[config.mk]
export PLATFORM = sky130hd
export DESIGN_NAME = stream_regex_top
export DESIGN_NICKNAME = d
export VERILOG_FILES = /design/src/hdl/stream_regex_pkg.sv /design/src/hdl/literal_matcher.sv /design/src/hdl/match_category.sv /design/src/hdl/stream_regex_top.sv /design/src/hdl/stream_state_store.sv
export SDC_FILE = /design/constraint.sdc
export NUM_CORES = 1
export LEC_CHECK = 0
export ABC_AREA = 1
export BUFFER_PORTS_ARGS = -buffer_cell sky130_fd_sc_hd__buf_2
export CAP_MARGIN = 10
export CORE_ASPECT_RATIO = 1.4
export CORE_MARGIN = 2
export CORE_UTILIZATION = 40
export CTS_BUF_LIST = sky130_fd_sc_hd__clkbuf_4
export DETAILED_ROUTE_END_ITERATION = 6
export SLEW_MARGIN = 10
export SYNTH_ARGS = -nofsm -noshare
export SYNTH_HDL_FRONTEND = slang
export SYNTH_SLANG_ARGS = --single-unit
[constraint.sdc]
create_clock -name clk -period 7 [get_ports clk]
set_input_delay 0.7 -clock clk [delete_from_list [all_inputs] [get_ports clk]]
set_output_delay 0.7 -clock clk [all_outputs]
set_load 0.02 [all_outputs]
[src/hdl/stream_regex_pkg.sv]
package stream_regex_pkg;

   // Number of interleaved streams tracked per category
   localparam int STREAMS = 64;

   // Stream id width, covers all STREAMS entries
   localparam int ID_W = 6;

   // Automaton state width
   // Holds patterns of up to 7 bytes
   localparam int STATE_W = 3;

   // Per-category match count width
   localparam int COUNT_W = 16;

   // Pattern length in bytes, typed to compare directly with state
   localparam logic [STATE_W-1:0] PAT_LEN = STATE_W'(4);

   // Literal patterns, first character in the top byte
   localparam logic [PAT_LEN*8-1:0] PAT_USER = "USER";
   localparam logic [PAT_LEN*8-1:0] PAT_PASS = "PASS";

   // One byte of payload with its strobe
   typedef struct packed {
      logic [7:0] data;
      logic       vld;
   } char_beat_t;

   // Per-packet control
   // stream_id and new_stream held from load_state through eop
   typedef struct packed {
      logic [ID_W-1:0] stream_id;
      logic            new_stream;
      logic            load_state;
      logic            eop;
   } pkt_ctl_t;

endpackage

[src/hdl/literal_matcher.sv]
module literal_matcher #(
   parameter logic [stream_regex_pkg::PAT_LEN*8-1:0] PATTERN = stream_regex_pkg::PAT_USER
) (
   input  logic                                 clk,
   input  logic                                 rst_n,
   input  stream_regex_pkg::char_beat_t         beat,
   input  logic [stream_regex_pkg::STATE_W-1:0] restore_state,
   input  logic                                 restore_vld,
   output logic [stream_regex_pkg::STATE_W-1:0] cur_state,
   output logic                                 accept
);

   // State is the number of pattern bytes matched so far
   logic [stream_regex_pkg::STATE_W-1:0] state;
   logic [stream_regex_pkg::STATE_W-1:0] state_inc;
   logic [stream_regex_pkg::STATE_W-1:0] state_nxt;
   logic [7:0]                           expect_byte;
   logic [7:0]                           first_byte;
   logic                                 byte_hit;
   logic                                 restart_hit;
   logic                                 done;

   // Byte the automaton waits for in the current state
   // Pattern is stored first character high
   assign expect_byte = PATTERN[(stream_regex_pkg::PAT_LEN - 1 - state) * 8 +: 8];
   assign first_byte  = PATTERN[stream_regex_pkg::PAT_LEN*8-1 -: 8];

   assign byte_hit    = (beat.data == expect_byte);
   assign restart_hit = (beat.data == first_byte);
   assign state_inc   = state + 1'b1;

   // Last byte of the literal seen
   assign done = beat.vld && byte_hit && (state_inc == stream_regex_pkg::PAT_LEN);

   // Next state on a valid byte
   always_comb
   begin
      if (byte_hit)
      begin
         // Complete match wraps to idle, literal must not self-overlap
         if (done)
            state_nxt = '0;
         else
            state_nxt = state_inc;
      end
      else if (restart_hit)
      begin
         // Mismatch but the byte can open a new match
         state_nxt = {{(stream_regex_pkg::STATE_W-1){1'b0}}, 1'b1};
      end
      else
      begin
         state_nxt = '0;
      end
   end

   always_ff @(posedge clk)
   begin
      if (!rst_n)
      begin
         state  <= '0;
         accept <= 1'b0;
      end
      else
      begin
         // One-cycle pulse after the completing beat
         accept <= done;

         // Restore from the stream store wins over a beat
         if (restore_vld)
            state <= restore_state;
         else if (beat.vld)
            state <= state_nxt;
      end
   end

   // Store samples this on the eop edge
   assign cur_state = state;

endmodule

[src/hdl/match_category.sv]
module match_category #(
   parameter logic [stream_regex_pkg::PAT_LEN*8-1:0] PATTERN = stream_regex_pkg::PAT_USER
) (
   input  logic                                 clk,
   input  logic                                 rst_n,
   input  stream_regex_pkg::char_beat_t         beat,
   input  stream_regex_pkg::pkt_ctl_t           ctl,
   input  logic                                 enable,
   output logic [stream_regex_pkg::COUNT_W-1:0] count,
   output logic                                 fired
);

   logic [stream_regex_pkg::STATE_W-1:0] restore_state;
   logic                                 restore_vld;
   logic [stream_regex_pkg::STATE_W-1:0] cur_state;
   logic                                 accept;
   logic                                 save;
   logic [stream_regex_pkg::COUNT_W-1:0] fired_ext;

   // Only enabled packets commit their end state
   assign save = ctl.eop & enable;

   // At most one count per packet however many matches
   assign fired_ext = {{(stream_regex_pkg::COUNT_W-1){1'b0}}, fired};

   // Per-stream state save and restore
   stream_state_store store_i (
      .clk           (clk),
      .rst_n         (rst_n),
      .ctl           (ctl),
      .save          (save),
      .cur_state     (cur_state),
      .restore_state (restore_state),
      .restore_vld   (restore_vld)
   );

   // Byte-serial automaton for this category's literal
   literal_matcher #(
      .PATTERN (PATTERN)
   ) matcher_i (
      .clk           (clk),
      .rst_n         (rst_n),
      .beat          (beat),
      .restore_state (restore_state),
      .restore_vld   (restore_vld),
      .cur_state     (cur_state),
      .accept        (accept)
   );

   always_ff @(posedge clk)
   begin
      if (!rst_n)
      begin
         fired <= 1'b0;
         count <= '0;
      end
      else
      begin
         // Speculative flag restarts with every packet
         if (ctl.load_state)
            fired <= 1'b0;

         // Any match in the packet sets it
         if (accept)
            fired <= 1'b1;

         // Finalize at end of packet
         if (ctl.eop)
         begin
            if (enable)
               count <= count + fired_ext;   // fired kept until next load
            else
               fired <= 1'b0;
         end
      end
   end

endmodule

[src/hdl/stream_regex_top.sv]
module stream_regex_top (
   input  logic                                 clk,
   input  logic                                 rst_n,
   input  stream_regex_pkg::char_beat_t         beat,
   input  stream_regex_pkg::pkt_ctl_t           ctl,
   input  logic [1:0]                           enable,
   output logic [stream_regex_pkg::COUNT_W-1:0] count_user,
   output logic [stream_regex_pkg::COUNT_W-1:0] count_pass,
   output logic [1:0]                           fired
);

   // Both categories see the same byte stream and packet control
   // Bit 0 of enable and fired is the USER category
   // Bit 1 is the PASS category

   // USER literal
   match_category #(
      .PATTERN (stream_regex_pkg::PAT_USER)
   ) cat_user_i (
      .clk    (clk),
      .rst_n  (rst_n),
      .beat   (beat),
      .ctl    (ctl),
      .enable (enable[0]),
      .count  (count_user),
      .fired  (fired[0])
   );

   // PASS literal
   // Its state memory is separate, so streams resume per category
   match_category #(
      .PATTERN (stream_regex_pkg::PAT_PASS)
   ) cat_pass_i (
      .clk    (clk),
      .rst_n  (rst_n),
      .beat   (beat),
      .ctl    (ctl),
      .enable (enable[1]),
      .count  (count_pass),
      .fired  (fired[1])
   );

endmodule

[src/hdl/stream_state_store.sv]
module stream_state_store (
   input  logic                                 clk,
   input  logic                                 rst_n,
   input  stream_regex_pkg::pkt_ctl_t           ctl,
   input  logic                                 save,
   input  logic [stream_regex_pkg::STATE_W-1:0] cur_state,
   output logic [stream_regex_pkg::STATE_W-1:0] restore_state,
   output logic                                 restore_vld
);

   // One saved automaton state per stream
   logic [stream_regex_pkg::STATE_W-1:0] state_mem [stream_regex_pkg::STREAMS];

   // Save at end of packet
   // Category already folded the enable into save
   always_ff @(posedge clk)
   begin
      if (save)
         state_mem[ctl.stream_id] <= cur_state;
   end

   // Restore data, captured only at packet start
   always_ff @(posedge clk)
   begin
      if (ctl.load_state)
      begin
         // New stream starts from idle, else resume saved state
         if (ctl.new_stream)
            restore_state <= '0;
         else
            restore_state <= state_mem[ctl.stream_id];
      end
   end

   // Load strobe to the matcher, one cycle after load_state
   always_ff @(posedge clk)
   begin
      if (!rst_n)
         restore_vld <= 1'b0;
      else
         restore_vld <= ctl.load_state;
   end

endmodule

# Word-level counts from Yosys, hierarchy flattened
# Memory sizes are Yosys's and may differ from the RTL's. A register that Yosys moved wholly into a read port is not among the register bits.
# Index checks and enable logic that the tools add are counted.
# word_totals
reg_bits	43
ramBits	384
in_bits	22
out_inout_bits	34
elab_cells	56
mem_count	2
# op_classes
addsub	6
n_eq_ne	6
shift	2
muxes	22
n_bitwise	2
n_reduce_logical	7
# mem_list
memory	words	word_bits	rd	rd_clocked_by_memory_dff	wr	line_no	text
cat_pass_i.store_i.state_mem	64	3	1	1	1	stream_state_store.sv:12	logic [stream_regex_pkg::STATE_W-1:0] state_mem [stream_regex_pkg::STREAMS];
cat_user_i.store_i.state_mem	64	3	1	1	1	stream_state_store.sv:12	
# op_table
cell	count
variable part select 32 x 33 -> 8 bit (first input constant)	2
adder 16 x 1 -> 16 bit	2
2-to-1 mux 3 bit	8
== test 8 x 7 -> 1 bit (second input constant)	2
== test 8 bit	2
2-to-1 mux 1 bit	14
subtractor 2 x 3 -> 4 bit (first input constant)	2
adder 3 x 1 -> 3 bit (second input constant)	2
== test 3 bit (second input constant)	2
logical AND 1 bit	4
AND reduction 2 bit	2
AND 1 bit	2
nonzero test 2 bit	1

# Logic depth before layout (Yosys ltp)
# Gate-level depths: netlist (run 1).
# logic_depth
ltp_word	9
depth_mapped	14

# Hierarchy
# A second synthesis (run 1) with hierarchy kept.
# hier_totals
hier_cells	2086
hier_area_um2	19660.1
# by_module_without_submodules
mod	instances	cells_per_inst	area_per_inst_um2
stream_state_store	2	856	8550.7
match_category (cat_user_i)	1	124	883.3
match_category (cat_pass_i)	1	116	854.6
literal_matcher (cat_pass_i.matcher_i)	1	67	426.7
literal_matcher (cat_user_i.matcher_i)	1	67	394.1

# Worst setup path before layout (run 1)
# OpenSTA, ideal clock, no wires.
# synth_path
kind	reg-to-reg
from	register cat_user_i.matcher_i.state, in the netlist cat_user_i.matcher_i.cur_state[2]
to	register cat_user_i.matcher_i.state, in the netlist cat_user_i.matcher_i.cur_state[0]
setup_time_ns	0.071
t_arrival_ns	2.160
required_time_ns	6.929
path_slack_ns	4.768
path_stages_with_launch	12
n_path_buf	1
cell_sequence	dfxtp_1 -> buf_2 -> inv_1 -> nand2_1 -> nand2_1 -> nand2_1 -> nand2_1 -> nor2_1 -> nand2_1 -> nand2_1 -> nand3_1 -> a21oi_1
# synth_via
elab_chain_cells	9
elab_cells_between_ends	11
cone_classes	2 x add/sub; 2 x eq/ne; 1 x shift; 4 x mux; 2 x reduce/logical
# synth_lines
element	line_no	text
from (decl)	literal_matcher.sv:14	logic [stream_regex_pkg::STATE_W-1:0] state;
from (signal assigned)	literal_matcher.sv:71	state <= restore_state;
from (signal assigned)	literal_matcher.sv:73	state <= state_nxt;
subtractor 2 x 3 -> 4 bit	literal_matcher.sv:25	assign expect_byte = PATTERN[(stream_regex_pkg::PAT_LEN - 1 - state) * 8 +: 8];
variable part select 32 x 33 -> 8 bit	literal_matcher.sv:25	
== test 8 bit	literal_matcher.sv:28	assign byte_hit = (beat.data == expect_byte);
logical AND 1 bit (2 in a row)	literal_matcher.sv:33	assign done = beat.vld && byte_hit && (state_inc == stream_regex_pkg::PAT_LEN);
2-to-1 mux 3 bit	literal_matcher.sv:41	if (done)
2-to-1 mux 3 bit *	literal_matcher.sv:38	if (byte_hit)
2-to-1 mux 3 bit *	literal_matcher.sv:72	else if (beat.vld)
2-to-1 mux 3 bit *	literal_matcher.sv:70	if (restore_vld)
# Mark *: on every way between the ends. The rest lies on a longest branch, timed or not. The select of a mux whose other input is x is not followed.
# A chain may end at the register's enable or synchronous reset.

# Worst setup path after layout (run 1)
# layout_path
from	input port ctl[4] (netlist name)
to	memory cat_pass_i.store_i.state_mem[0][1] (netlist name), enable pin
# layout_lines
element	line_no	text
from (decl)	stream_regex_top.sv:5	input stream_regex_pkg::pkt_ctl_t ctl,
to (decl)	stream_state_store.sv:12	
# No word-level cell before the write port.

==> results of run 1 <==
layer usage:
layer | routed length [um] | share of wire, % | vias to the layer above
met4 | 1536 | 3.1 | 0
li1 | - | - | 6964
met5 | 0 | 0 | -
met1 | 19220 | 39 | 6785
met3 | 2235 | 4.6 | 104
met2 | 25830 | 53 | 393
cell families (layout without fill, tap and decap cells):
kind of cell               after synthesis  count (layout)  share of synthesized area, %
buffers and inverters                  167             301                         4.386
DFF                                    433             433                         63.51
and+or+nand+nor                       1380            1380                         29.25
AOI/OAI and AO/OA                       70              70                         1.953
xor gates and xnor gates                 9               9                        0.3982
other                                    0               2                             0
adders and majority gates                8               8                        0.5056
Yosys cell counts, types with 19 or more instances:
| cell type | n | share of area (%) |
|---|---|---|
| sky130_fd_sc_hd__nor3_2 | 43 | 2.2 |
| sky130_fd_sc_hd__buf_6 | 19 | 1.1 |
| sky130_fd_sc_hd__o21ai_0 | 22 | 0.56 |
| sky130_fd_sc_hd__edfxtp_1 | 390 | 59 |
| sky130_fd_sc_hd__clkbuf_1 | 32 | 0.61 |
| sky130_fd_sc_hd__a21oi_1 | 33 | 0.83 |
| sky130_fd_sc_hd__nor2_1 | 58 | 1.1 |
| sky130_fd_sc_hd__buf_2 | 39 | 0.99 |
| sky130_fd_sc_hd__nor3_1 | 96 | 2.4 |
| sky130_fd_sc_hd__dfxtp_1 | 43 | 4.3 |
| sky130_fd_sc_hd__nand3_1 | 21 | 0.53 |
| sky130_fd_sc_hd__inv_1 | 41 | 0.78 |
| sky130_fd_sc_hd__nand2_1 | 1125 | 21 |
through the flow:
| step | utilization, % | hold WS [ns] |
|---|---|---|
| 3_5_place_dp | 41.54 | 0.4939 |
| 4_1_cts | 44.11 | 0.06997 |
| 2_1_floorplan | - | 0.4736 |
| 3_3_place_gp | 41.54 | 0.4715 |
| 6_report | 44.12 | 0.1461 |
| 5_1_grt | 44.12 | 0.1035 |
where the power goes:
part	switching (mW)	internal [mW]	leakage [nW]
clock network	0.961	1.02	0.767
registers	0.00910	2.81	3.97
logic	0.259	0.0755	4.17
worst paths after layout:
check / to / slack [ns]
setup / recovery: cat_pass_i.store_i.state_mem[0][1]$_DFFE_PP_ / 3.58
hold / removal: cat_user_i.fired$_SDFF_PN0_ / 0.15
setup reg to reg: cat_pass_i.matcher_i.cur_state[0]$_SDFFE_PN0P_ / 4.95
hold reg to reg: cat_user_i.fired$_SDFF_PN0_ / 0.50
sequential cells by signal, indices dropped and copies added, names as in the netlist:
register / count
cat_user_i.fired: 1
cat_user_i.count: 16
cat_pass_i.fired: 1
cat_user_i.store_i.restore_state: 3
cat_user_i.store_i.restore_vld: 1
cat_pass_i.count: 16
cat_pass_i.store_i.restore_state: 3
cat_user_i.matcher_i.accept: 1
cat_user_i.matcher_i.cur_state: 3
cat_user_i.store_i.state_mem: 192
cat_pass_i.matcher_i.accept: 1
cat_pass_i.matcher_i.cur_state: 3
cat_pass_i.store_i.state_mem: 192
critical path, stage by stage:
cell and delay [ns]:
sky130_fd_sc_hd__buf_4 0.26, sky130_fd_sc_hd__buf_4 0.38, sky130_fd_sc_hd__clkinv_2 0.39, sky130_fd_sc_hd__buf_4 0.66, sky130_fd_sc_hd__nand3_2 0.71, sky130_fd_sc_hd__nor3_1 0.61
cells in the final DEF, fill, tap and decap left out:
cell / count
sky130_fd_sc_hd__nand2_1: 1125
sky130_fd_sc_hd__edfxtp_1: 390
sky130_fd_sc_hd__clkbuf_4: 152
sky130_fd_sc_hd__nor3_1: 96
sky130_fd_sc_hd__nor2_1: 58
sky130_fd_sc_hd__buf_2: 53
sky130_fd_sc_hd__nor3_2: 43
sky130_fd_sc_hd__inv_1: 40
sky130_fd_sc_hd__dfxtp_1: 37
sky130_fd_sc_hd__a21oi_1: 33
sky130_fd_sc_hd__o21ai_0: 22
sky130_fd_sc_hd__nand3_1: 21
sky130_fd_sc_hd__buf_4: 17
sky130_fd_sc_hd__clkinv_1: 16
sky130_fd_sc_hd__inv_2: 11
sky130_fd_sc_hd__nor2_2: 9
sky130_fd_sc_hd__nand3_2: 8
sky130_fd_sc_hd__ha_1: 8
sky130_fd_sc_hd__nor3_4: 7
sky130_fd_sc_hd__xor2_1: 7
sky130_fd_sc_hd__a22oi_1: 6
sky130_fd_sc_hd__nand4_1: 6
sky130_fd_sc_hd__dfxtp_2: 6
sky130_fd_sc_hd__clkinv_2: 5
sky130_fd_sc_hd__inv_4: 4
sky130_fd_sc_hd__o21a_1: 4
sky130_fd_sc_hd__diode_2: 2
sky130_fd_sc_hd__nand2_2: 2
sky130_fd_sc_hd__or2_2: 2
sky130_fd_sc_hd__o211ai_1: 2
sky130_fd_sc_hd__xnor2_1: 2
sky130_fd_sc_hd__a211oi_1: 2
sky130_fd_sc_hd__inv_6: 1
sky130_fd_sc_hd__and2_1: 1
sky130_fd_sc_hd__nand3b_1: 1
sky130_fd_sc_hd__nor3b_1: 1
sky130_fd_sc_hd__a31oi_1: 1
sky130_fd_sc_hd__bufinv_16: 1
sky130_fd_sc_hd__buf_6: 1
area by class of cell:
type                            instances  area [um^2]  share of cell area (%)
Sequential cell                       433        12580                   58.18
Multi-Input combinational cell       1467         6356                   29.39
Clock buffer                          152         1141                   5.277
Tap cell                              637        797.0                   3.686
Timing Repair Buffer                   71        404.1                   1.869
Inverter                               54        219.0                   1.013
Clock inverter                         24        121.4                  0.5613
Antenna cell                            2        5.005                 0.02315
==> out/results.env, run 1 <==
PORT_BUFFERS=55
GRT_PASS1_WL_UM=77360
AVGROUTEDWIREPERCELL_UM=17.19
CLOCK_TREE.BUFFER_DEPTH=3
AREA_GROWTH_SYN_TO_LAYOUT_PCT=9.227
WIRELENGTH_UM=48830
UNREPAIRED_SETUP_ENDPOINTS_AFTER_GLOBAL_ROUTING='false'
STARTPOINT_TYPE='primary input'
GRT.MET3_USAGE_PCT=3.053
WORSTHOLDPATHCELLS=2
WORST_PIN_SLEW_NS=1.037
LAYOUT.NETS=2154
GRT_UTIL_MET1_PCT=22.28
SETUP_VIOL=0
POSTSYNTHAREAPERCELL_UM2=9.577
NUMBER_OF_GLOBAL_ROUTE_VIAS_BEFORE_REPAIR=14600
SETUP_TNS_NS=0
SYNTHESIS.AREA_MM2=0.01980
SYNTH_SEQUENTIAL_AREA_RATIO_PCT=63.51
CORE.ROWCOUNT=96
FINALNONFILLERCELLS=2840
POWER_PER_CELL_AREA_mW_PER_MM2=237.5
HOLD_PATH.CLASS='in -> reg'
NETLIST_INSTANCES=2067
SYNTH-SEQ-CELLS=433
FILLCELLCOUNT=4836
REQUIRED_TIME_OF_THE_CRITICAL_PATH_NS=7.43
ANTENNA_VIOLATIONS_BEFORE_REPAIR=3
MAX_CAP_VIOL_COUNT=0
CTS-ROOT-BUF='sky130_fd_sc_hd__clkbuf_4'
FMAX_GHz=0.2927
GP_CONGESTION=0.8188
SLEW_VIOL_FINAL=0
PLACEDINSTANCEAREA_MM2=0.02036
WORSTPATHARRIVAL_NS=3.85
GLOBAL_ROUTE.USAGE.MET2_PCT=36.10
KIND_OF_END_POINT_OF_THE_CRITICAL_PATH='flip-flop'
CTS_HTREE_LEVELS=3
CTS.REPAIR_TIMING.SETUP_BUFFER_COUNT=0
MIN_PERIOD_NS=3.416
WORST-PATH-MAX-FANOUT=69
CORE_FOOTPRINT_MM2=0.04901
REMAINING_DRC_ERRORS=0
LAYOUT-DRIVE-GT1-SHARE_PCT=14.63
POWER.LEAKAGE_nW=8.910
CLOCK_TREE_FROM_TRITONCTS='done'
DIE-HEIGHT_UM=267.2
FINALWORSTSETUPSLACK_NS=3.584
X_DIMENSION_OF_THE_DIE_UM=192.0
YOSYSWARNINGS=0
SYNTH-MAIN-FF-CELL='sky130_fd_sc_hd__edfxtp_1'
TRITONCTS_NUM_SINKS=433
GRT_USE_TOTAL_PCT=19.65
INITIAL_CORE_UTIL_PCT=40.40
DRTANTENNAVIOLNETS=0
FINAL.SETUP_SKEW_NS=0.04776
P_TOTAL_mW=5.136
STARTPOINT='ctl[4]'
RUN_STATUS='finished, final reports clean'
GR-MAX-USAGE-LAYER='met2'
TRITONCTS.NUM_BUFFERS=97
PRE_CTS_SLACK_NS=2.805
GRT_START_MAX_NET_PINS=83
DIE_AREA_MM2=0.05131
IOPINCOUNT=56
FINAL-HOLD-VIOLATION-COUNT=0
HPWL_UM=29470
DETAIL_ROUTE.VIAS_PER_CELL=5.016
SYNTHESIZED_NETLIST_NET_COUNT=2097
FINAL_CELL_AREA_MM2=0.02162
HP-START='ctl[0]'
SYNTH_CELL_TYPE_COUNT=34
NUMBER_OF_VIAS_AFTER_DETAILED_ROUTING=14250
R2R_START='cat_pass_i.matcher_i.cur_state[0]$_SDFFE_PN0P_'
DETAIL_ROUTE.ITER0.VIOLATIONS=845
MAX_SLEW_MARGIN_PCT=30.87
POST_ROUTE_FRACTION_OF_THE_PERIOD_CONSUMED_BY_THE_CRITICAL_PATH_PCT=48.80
CLK-INSERTION-DELAY-LATE_NS=0.81
POST_CTS_HOLD_BUFFER_COUNT=0
PLACED_CELLS_INCL_TAPS=2662
CTSRESIZECOUNT=0
SHARE_OF_SYNTHESIZED_FLIP_FLOPS_WITH_AN_ASYNCHRONOUS_SET_OR_RESET_PCT=0
WORST_SETUP_HOLD_PATH_CLK_SLEW_NS=0.07
DRT_PASS1_ITERATIONS=5
R2R_CELLS=9
IR_DROP_mV=0.1828
GRT_REMAINING_OVERFLOW=0
SYNTH-EDFF-COUNT=390
TIMING_WORST_SETUP_PATH_TYPE='in -> reg'
Power figures use the tool's default switching activity.
==> run 2: changes to the inputs <==
==> constraint.sdc (replaced) <==
create_clock -name clk -period 2.85 [get_ports clk]
set_input_delay 0.285 -clock clk [delete_from_list [all_inputs] [get_ports clk]]
set_output_delay 0.285 -clock clk [all_outputs]
set_load 0.02 [all_outputs]
==> run 2 against run 1 <==
Effect of this change:
- critical path type unchanged
- clock-buffer cell count fell by 21
- non-clock buffer count rose by 61
- power rose by 150%
- register-to-register slack got worse by 4.5 ns
- largest cell class unchanged
- first-iteration DRC count rose by 1.8%
- final cell count rose by 2.1%
- highest routed layer unchanged
==> out/results.env, run 2 (synthesized netlist as in run 1, its figures left out) <==
GRT_START_MAX_NET_PINS=114  # +37%
SETUP_VIOL=0  # unchanged
TIMING_WORST_SETUP_PATH_TYPE='in -> reg'
MAX_SLEW_MARGIN_PCT=47.41  # +17 points
LAYOUT_COMMON_CELLS='sky130_fd_sc_hd__nand2_1 (1125), sky130_fd_sc_hd__edfxtp_1 (390), sky130_fd_sc_hd__clkbuf_4 (131), sky130_fd_sc_hd__nor3_1 (96), sky130_fd_sc_hd__nor2_1 (58)'
X_DIMENSION_OF_THE_DIE_UM=192.0  # unchanged
DETAIL_ROUTE.ITER0.VIOLATIONS=860  # +1.8%
KIND_OF_END_POINT_OF_THE_CRITICAL_PATH='flip-flop'
IR_DROP_mV=0.3048  # +67%
FINALWORSTSETUPSLACK_NS=0.2278  # -3.356 ns
GR-MAX-USAGE-LAYER='met2'
IOPINCOUNT=56  # unchanged
GRT_REMAINING_OVERFLOW=0  # unchanged
WIRELENGTH_UM=48900  # +0.16%
CLOCK_TREE_FROM_TRITONCTS='done'
TRITONCTS.NUM_BUFFERS=96  # -1.0%
FINAL.SETUP_SKEW_NS=0.04542  # -0.002343 ns
REG2REG_SLACK_NS=0.49  # -4.46 ns
HOLD_PATH.CLASS='in -> reg'
WORST_PATH_LARGEST_CELL_DELAY_NS=0.58  # -0.13 ns
CTS.REPAIR_TIMING.SETUP_BUFFER_COUNT=0  # unchanged
DRT_PASS1_ITERATIONS=5  # unchanged
POST_ROUTE_FRACTION_OF_THE_PERIOD_CONSUMED_BY_THE_CRITICAL_PATH_PCT=92.01
MIN_PERIOD_NS=2.622
CLOCK_TREE.BUFFER_DEPTH=3  # unchanged
GRT_PASS1_WL_UM=77110  # -0.31%
GLOBAL_ROUTE.USAGE.MET2_PCT=36.61  # +0.51 points
NUMBER_OF_GLOBAL_ROUTE_VIAS_BEFORE_REPAIR=14730  # +0.89%
DETAIL_ROUTE.VIAS_PER_CELL=4.972  # -0.87%
LAYOUT-DRIVE-GT1-SHARE_PCT=15.41  # +0.78 points
STARTPOINT_TYPE='primary input'
DIE-HEIGHT_UM=267.2  # unchanged
FINAL-HOLD-VIOLATION-COUNT=0  # unchanged
RUN_STATUS='finished, final reports clean'
SETUP_TNS_NS=0  # unchanged
WORSTSETUPENDPOINT='cat_pass_i.matcher_i.accept$_SDFF_PN0_'
AVGROUTEDWIREPERCELL_UM=16.86  # -1.9%
SLEW_VIOL_FINAL=0  # unchanged
CTS_HTREE_LEVELS=3  # unchanged
CORE_FOOTPRINT_MM2=0.04901  # unchanged
FINAL_COMMON_CELL='sky130_fd_sc_hd__nand2_1'
REQUIRED_TIME_OF_THE_CRITICAL_PATH_NS=3.56  # -3.87 ns
R2R_START='cat_pass_i.matcher_i.cur_state[1]$_SDFFE_PN0P_'
CTS-ROOT-BUF='sky130_fd_sc_hd__clkbuf_4'
POWER.LEAKAGE_nW=9.196  # +3.2%
WORSTPATHARRIVAL_NS=3.33  # -0.52 ns
CLK-INSERTION-DELAY-LATE_NS=0.81  # about the same
FMAX_GHz=0.3814
WORST_PIN_SLEW_NS=0.7888  # -0.2481 ns
DRTANTENNAVIOLNETS=0  # unchanged
GRT_UTIL_MET1_PCT=22.08  # -0.20 points
AREA_GROWTH_SYN_TO_LAYOUT_PCT=12.21
STARTPOINT='beat[4]'
DIE_AREA_MM2=0.05131  # unchanged
CRIT_CHAIN='dlygate4sd3_1 -> buf_2 -> nor2_1 -> dlygate4sd3_1 -> nand3_1 -> dlygate4sd3_1 -> nor2_1 -> nand2_1 -> dlygate4sd3_1 -> nor3_1'
CRITICAL-PATH-SLOWEST-CELL='sky130_fd_sc_hd__dlygate4sd3_1'
LAYOUT.NETS=2214  # +2.8%
P_TOTAL_mW=12.78  # +150%
WORST_SETUP_HOLD_PATH_CLK_SLEW_NS=0.07  # about the same
WORST-PATH-MAX-FANOUT=3  # -96%
CRITICAL-PATH-TOP-CELL-BY-COUNT='sky130_fd_sc_hd__dlygate4sd3_1'
ANTENNA_VIOLATIONS_BEFORE_REPAIR=3  # unchanged
TRITONCTS_NUM_SINKS=433  # unchanged
GP_CONGESTION=0.8128  # -0.73%
PRE_CTS_SLACK_NS=0.6123  # -2.192 ns
GRT.MET3_USAGE_PCT=3.027  # -0.026 points
POWER_PER_CELL_AREA_mW_PER_MM2=575.2  # +140%
FIN_WORST_HOLD_SLACK_NS=0.03520  # -0.1109 ns
REG_TOP3='cat_pass_i.store_i.state_mem: 192 flops, cat_user_i.store_i.state_mem: 192 flops'
CRIT-REG2REG-CAPTURE='cat_pass_i.matcher_i.accept$_SDFF_PN0_'
R2R_CELLS=8  # -1
UNREPAIRED_SETUP_ENDPOINTS_AFTER_GLOBAL_ROUTING='false'
CORE.ROWCOUNT=96  # unchanged
REMAINING_DRC_ERRORS=0  # unchanged
HPWL_UM=30830  # +4.6%
NUMBER_OF_VIAS_AFTER_DETAILED_ROUTING=14420  # +1.2%
INITIAL_CORE_UTIL_PCT=40.40  # unchanged
MAX_CAP_VIOL_COUNT=0  # unchanged
GRT_USE_TOTAL_PCT=19.62  # -0.031 points
PORT_BUFFERS=55  # unchanged
## run 2: worst max-delay path, delay by kind of cell
kind | cells | cell delay, ns
buf+inv | 5 | 2.37
simple gates | 5 | 0.67
## run 2: layout make-up
type | count | area (um^2)
clock inverters | 42 | 299.0
fillers | 4669 | 26790
flip-flops and latches | 433 | 12580
multi-input cells | 1467 | 6356
clock buffers | 131 | 983.4
well taps | 637 | 797.0
repair buffers | 132 | 969.7
inverters | 54 | 219.0
diodes | 4 | 10.01
## run 2: worst min-delay path by stage
stage | startpoint | endpoint | slack [ns] | depth (start not counted)
global placement | cat_user_i.count[12]$_SDFFE_PN0P_ | cat_user_i.count[12]$_SDFFE_PN0P_ | 0.47 | 2
CTS | beat[7] | cat_user_i.matcher_i.cur_state[2]$_SDFFE_PN0P_ | 0.01 | 6
finish | beat[7] | cat_user_i.matcher_i.cur_state[2]$_SDFFE_PN0P_ | 0.04 | 6
detailed placement | cat_user_i.count[12]$_SDFFE_PN0P_ | cat_user_i.count[12]$_SDFFE_PN0P_ | 0.48 | 2
floorplan | ctl[1] | cat_user_i.store_i.restore_vld$_SDFF_PN0_ | 0.38 | 2
global route | beat[7] | cat_user_i.matcher_i.cur_state[2]$_SDFFE_PN0P_ | 0.05 | 6
## run 2: repair_timing
item | in CTS | in global routing
endpoints found under the hold margin | 44 | 0
hold buffers | 23 | 0
gates resized for setup | 0 | 0
## run 2: report_power, final
| group | switching, mW | total [mW] | internal (mW) |
|---|---|---|---|
| combinational | 0.643 | 0.879 | 0.235 |
| sequential | 0.0253 | 6.92 | 6.90 |
| clock | 2.37 | 4.98 | 2.60 |
| total | 3.04 | 12.8 | 9.74 |
## run 2: routing by layer
metal / up-vias / routed length [um]
met5: - / 0
met4: 0 / 1387
met3: 89 / 2282
met2: 361 / 25870
met1: 6878 / 19370
li1: 7092 / -
## run 2: stage by stage
| step | cell area (um^2) | utilization (%) | std cells |
|---|---|---|---|
| finish | 22210 | 45.33 | 2900 |
| global route | 22210 | 45.33 | 2900 |
| CTS | 22200 | 45.31 | 2896 |
| detailed placement | 20690 | 42.22 | 2700 |
| global placement | 20690 | 42.22 | 2700 |
| floorplan | 19800 | - | 2067 |
==> run 3: changes to the inputs <==
--- a/config.mk
+++ b/config.mk
@@ -10,9 +10,10 @@
 export CAP_MARGIN = 10
 export CORE_ASPECT_RATIO = 1.4
 export CORE_MARGIN = 2
-export CORE_UTILIZATION = 40
+export CORE_UTILIZATION = 47
 export CTS_BUF_LIST = sky130_fd_sc_hd__clkbuf_4
 export DETAILED_ROUTE_END_ITERATION = 6
+export PLACE_DENSITY = 0.65
 export SLEW_MARGIN = 10
 export SYNTH_ARGS = -nofsm -noshare
 export SYNTH_HDL_FRONTEND = slang
==> run 3 against run 2 <==
Effect of this change:
- power down 1.7%
- utilization up 7.0 points
- sequential power about the same
- cell area down 1.4%
- clock-buffer cell count up 9
- die area down 15%
- final cell count down 3.9%
- global-route usage up 3.4 points
- critical endpoint is now cat_user_i.matcher_i.cur_state[2]$_SDFFE_PN0P_
- largest cell class unchanged
==> out/results.env, run 3 (synthesized netlist as in run 1, its figures left out) <==
RUN_STATUS='finished, final reports clean'
CORE.ROWCOUNT=89  # -7.3%
PLACED_CELLS_INCL_TAPS=2593  # -4.0%
CTSRESIZECOUNT=0  # unchanged
CORE_FOOTPRINT_MM2=0.04187  # -15%
WORST-PATH-MAX-FANOUT=30  # +27
KIND_OF_END_POINT_OF_THE_CRITICAL_PATH='flip-flop'
GRT_START_MAX_NET_PINS=135  # +18%
DRTANTENNAVIOLNETS=0  # unchanged
CRIT_CHAIN='nand2_1 -> o211ai_1 -> nand2_1 -> nor2_1 -> dlygate4sd3_1 -> nand4_1 -> a21oi_1'
POWER.LEAKAGE_nW=9.090  # -1.2%
MIN_PERIOD_NS=2.043  # -0.5792 ns
WIRELENGTH_UM=49150  # +0.50%
R2R_START='cat_user_i.matcher_i.cur_state[0]$_SDFFE_PN0P_'
FINAL_COMMON_CELL='sky130_fd_sc_hd__nand2_1'
GP_CONGESTION=0.8760  # +7.8%
PORT_BUFFERS=55  # unchanged
LAYOUT_COMMON_CELLS='sky130_fd_sc_hd__nand2_1 (1125), sky130_fd_sc_hd__edfxtp_1 (390), sky130_fd_sc_hd__clkbuf_4 (140), sky130_fd_sc_hd__nor3_1 (96), sky130_fd_sc_hd__nor2_1 (58)'
MET3WIRELENGTH_UM=2565  # +12%
POST_ROUTE_FRACTION_OF_THE_PERIOD_CONSUMED_BY_THE_CRITICAL_PATH_PCT=71.69  # -20 points
CRITICAL-PATH-TOP-CELL-BY-COUNT='sky130_fd_sc_hd__nand2_1'
MULTIINPUTGATEAREA_MM2=0.006356  # unchanged
TRITONCTS.NUM_BUFFERS=95  # -1.0%
X_DIMENSION_OF_THE_DIE_UM=177.5  # -7.6%
NUMBER_OF_GLOBAL_ROUTE_VIAS_BEFORE_REPAIR=14740  # +0.081%
GRT_USE_TOTAL_PCT=23.01  # +3.4 points
FINALNONFILLERCELLS=2787  # -3.9%
NUMBER_OF_VIAS_AFTER_DETAILED_ROUTING=14550  # +0.87%
DIE_AREA_MM2=0.04380  # -15%
HOLD_PATH.CLASS='in -> reg'
CTS.REPAIR_TIMING.SETUP_BUFFER_COUNT=0  # unchanged
SEQUENTIAL_CELL_AREA_MM2=0.01258  # unchanged
REQUIRED_TIME_OF_THE_CRITICAL_PATH_NS=3.54  # -0.02 ns
STARTPOINT_TYPE='flip-flop'
POWER_PER_CELL_AREA_mW_PER_MM2=573.6  # -0.28%
POST_CTS_HOLD_BUFFER_COUNT=19  # -17%
ANTENNA_VIOLATIONS_BEFORE_REPAIR=3  # unchanged
CTS_HTREE_LEVELS=3  # unchanged
CLK-INSERTION-DELAY-LATE_NS=0.81  # about the same
WORST_SETUP_HOLD_PATH_CLK_SLEW_NS=0.07  # about the same
WORST_PIN_SLEW_NS=0.9089  # +0.1201 ns
FILLCELLCOUNT=3896  # -17%
GRT_PASS1_WL_UM=77110  # unchanged
GRT_REMAINING_OVERFLOW=0  # unchanged
DETAIL_ROUTE.VIAS_PER_CELL=5.219  # +5.0%
REG_TOP3='cat_pass_i.store_i.state_mem: 192 flops, cat_user_i.store_i.state_mem: 192 flops'
SLEW_VIOL_FINAL=0  # unchanged
CRITICAL_PATH_CELL_COUNT=7  # -3
DETAILROUTE.WIRELENGTH.MET2_UM=26020  # +0.58%
DIE-HEIGHT_UM=246.8  # -7.6%
SETUP_TNS_NS=0  # unchanged
WORSTPATHARRIVAL_NS=2.73  # -0.60 ns
SWITCHINGPOWER_mW=3.004  # -1.2%
CRITICAL-PATH-SLOWEST-CELL='sky130_fd_sc_hd__dfxtp_2'
WORST-PATH-BUF-INV=1  # -4
MAX_SLEW_MARGIN_PCT=38.94  # -8.5 points
REG2REG_SLACK_NS=0.81  # +0.32 ns
AVGROUTEDWIREPERCELL_UM=17.63  # +4.6%
DETAIL_ROUTE.ITER0.VIOLATIONS=998  # +16%
MAX_CAP_VIOL_COUNT=0  # unchanged
COMBINATIONALPOWERSHARE_PCT=6.9  # about the same
STARTPOINT='cat_user_i.matcher_i.cur_state[0]$_SDFFE_PN0P_'
FINAL.SETUP_SKEW_NS=0.04544  # +0.00002260 ns
LAYOUT-DRIVE-GT1-SHARE_PCT=14.88  # -0.53 points
AREA_GROWTH_SYN_TO_LAYOUT_PCT=10.62
UNREPAIRED_SETUP_ENDPOINTS_AFTER_GLOBAL_ROUTING='false'
INTERNAL_POWER_mW=9.557  # -1.8%
TRITONCTS_NUM_SINKS=433  # unchanged
CLOCK_TREE_FROM_TRITONCTS='done'
LAYOUT.NETS=2193  # -0.95%
HPWL_UM=30330  # -1.6%
MET1WIRELENGTH_UM=18820  # -2.8%
IOPINCOUNT=56  # unchanged
SHARE_CLK_OF_TOTAL_POWER_PCT=38.0  # -0.9 points
SEQUENTIAL_FRACTION_OF_DESIGN_POWER_PCT=55.2  # +1.0 points
SETUP_VIOL=0  # unchanged
IR_DROP_mV=0.3395  # +11%
R2R_CELLS=7  # -1
CTS-ROOT-BUF='sky130_fd_sc_hd__clkbuf_4'
INITIAL_CORE_UTIL_PCT=47.28  # +6.9 points
WORSTSETUPENDPOINT='cat_user_i.matcher_i.cur_state[2]$_SDFFE_PN0P_'
TIMING.CRITICAL_PATH.MAX_DELAY_FAMILY='flip-flops'
CLOCK_TREE.BUFFER_DEPTH=3  # unchanged
TIMING_WORST_SETUP_PATH_TYPE='reg -> reg'
DRT_PASS1_ITERATIONS=7  # +2
FINAL-HOLD-VIOLATION-COUNT=0  # unchanged
CRIT-REG2REG-CAPTURE='cat_user_i.matcher_i.cur_state[2]$_SDFFE_PN0P_'
WORST_PATH_LARGEST_CELL_DELAY_NS=0.71  # +0.13 ns
FMAX_GHz=0.4895  # +28%
SWSHARE_PCT=23.92  # +0.11 points
REMAINING_DRC_ERRORS=0  # unchanged
ROUTED.TOP_LAYER='met4'
## run 3: how the worst min path moves through the flow
stage	endpoint	from	cells after the start	slack [ns]
floorplan	cat_user_i.store_i.restore_vld$_SDFF_PN0_	ctl[1]	2	0.38
global route	cat_pass_i.matcher_i.cur_state[2]$_SDFFE_PN0P_	beat[8]	7	0.08
detailed placement	cat_user_i.count[4]$_SDFFE_PN0P_	cat_user_i.count[4]$_SDFFE_PN0P_	2	0.49
CTS	cat_pass_i.matcher_i.cur_state[2]$_SDFFE_PN0P_	beat[8]	7	0.02
finish	cat_pass_i.matcher_i.cur_state[2]$_SDFFE_PN0P_	beat[8]	7	0.09
global placement	cat_user_i.count[12]$_SDFFE_PN0P_	cat_user_i.count[12]$_SDFFE_PN0P_	2	0.48
## run 3: power groups by stage
stage	combinational, mW	sequential (mW)	clock, mW
2_1_floorplan	0.558	7.08	0
4_1_cts	0.865	6.93	4.86
5_1_grt	0.958	6.93	5.17
3_5_place_dp	0.847	7.07	0
3_3_place_gp	0.839	7.07	0
6_report	0.865	6.93	4.77
## run 3: final cells by class
class / instances / area share (%)
Timing Repair Buffer: 112 / 3.754
Antenna cell: 3 / 0.03428
Inverter: 54 / 0.9998
Multi-Input combinational cell: 1467 / 29.02
Clock inverter: 32 / 0.8284
Tap cell: 546 / 3.119
Sequential cell: 433 / 57.44
Clock buffer: 140 / 4.799
## run 3: per-layer routing
metal  GRT usage (%)  up-vias
li1                -     7063
met1           25.84     6924
met2           42.27      456
met3           3.798      102
met4           10.58        0
met5               0        -
## run 3: metrics by stage
| step | power [mW] | setup WS, ns | area, um^2 | utilization [%] | hold slack [ns] |
|---|---|---|---|---|---|
| 6_report | 12.56 | 0.8070 | 21900 | 52.30 | 0.08553 |
| 5_1_grt | 13.05 | 0.5548 | 21900 | 52.30 | 0.08193 |
| 4_1_cts | 12.66 | 0.7999 | 21890 | 52.29 | 0.01835 |
| 3_5_place_dp | 7.916 | 0.4761 | 20470 | 48.89 | 0.4925 |
| 3_3_place_gp | 7.909 | 0.5082 | 20470 | 48.89 | 0.4777 |
| 2_1_floorplan | 7.637 | 0.6183 | 19800 | - | 0.3785 |
## run 3: tightest hold or removal path, cell delays in order
cell and delay, ns:
sky130_fd_sc_hd__buf_2 0.07, sky130_fd_sc_hd__or2_2 0.11, sky130_fd_sc_hd__nor2_1 0.05, sky130_fd_sc_hd__nand3_1 0.06, sky130_fd_sc_hd__nor2_1 0.07, sky130_fd_sc_hd__nand4_1 0.11, sky130_fd_sc_hd__a21oi_1 0.07
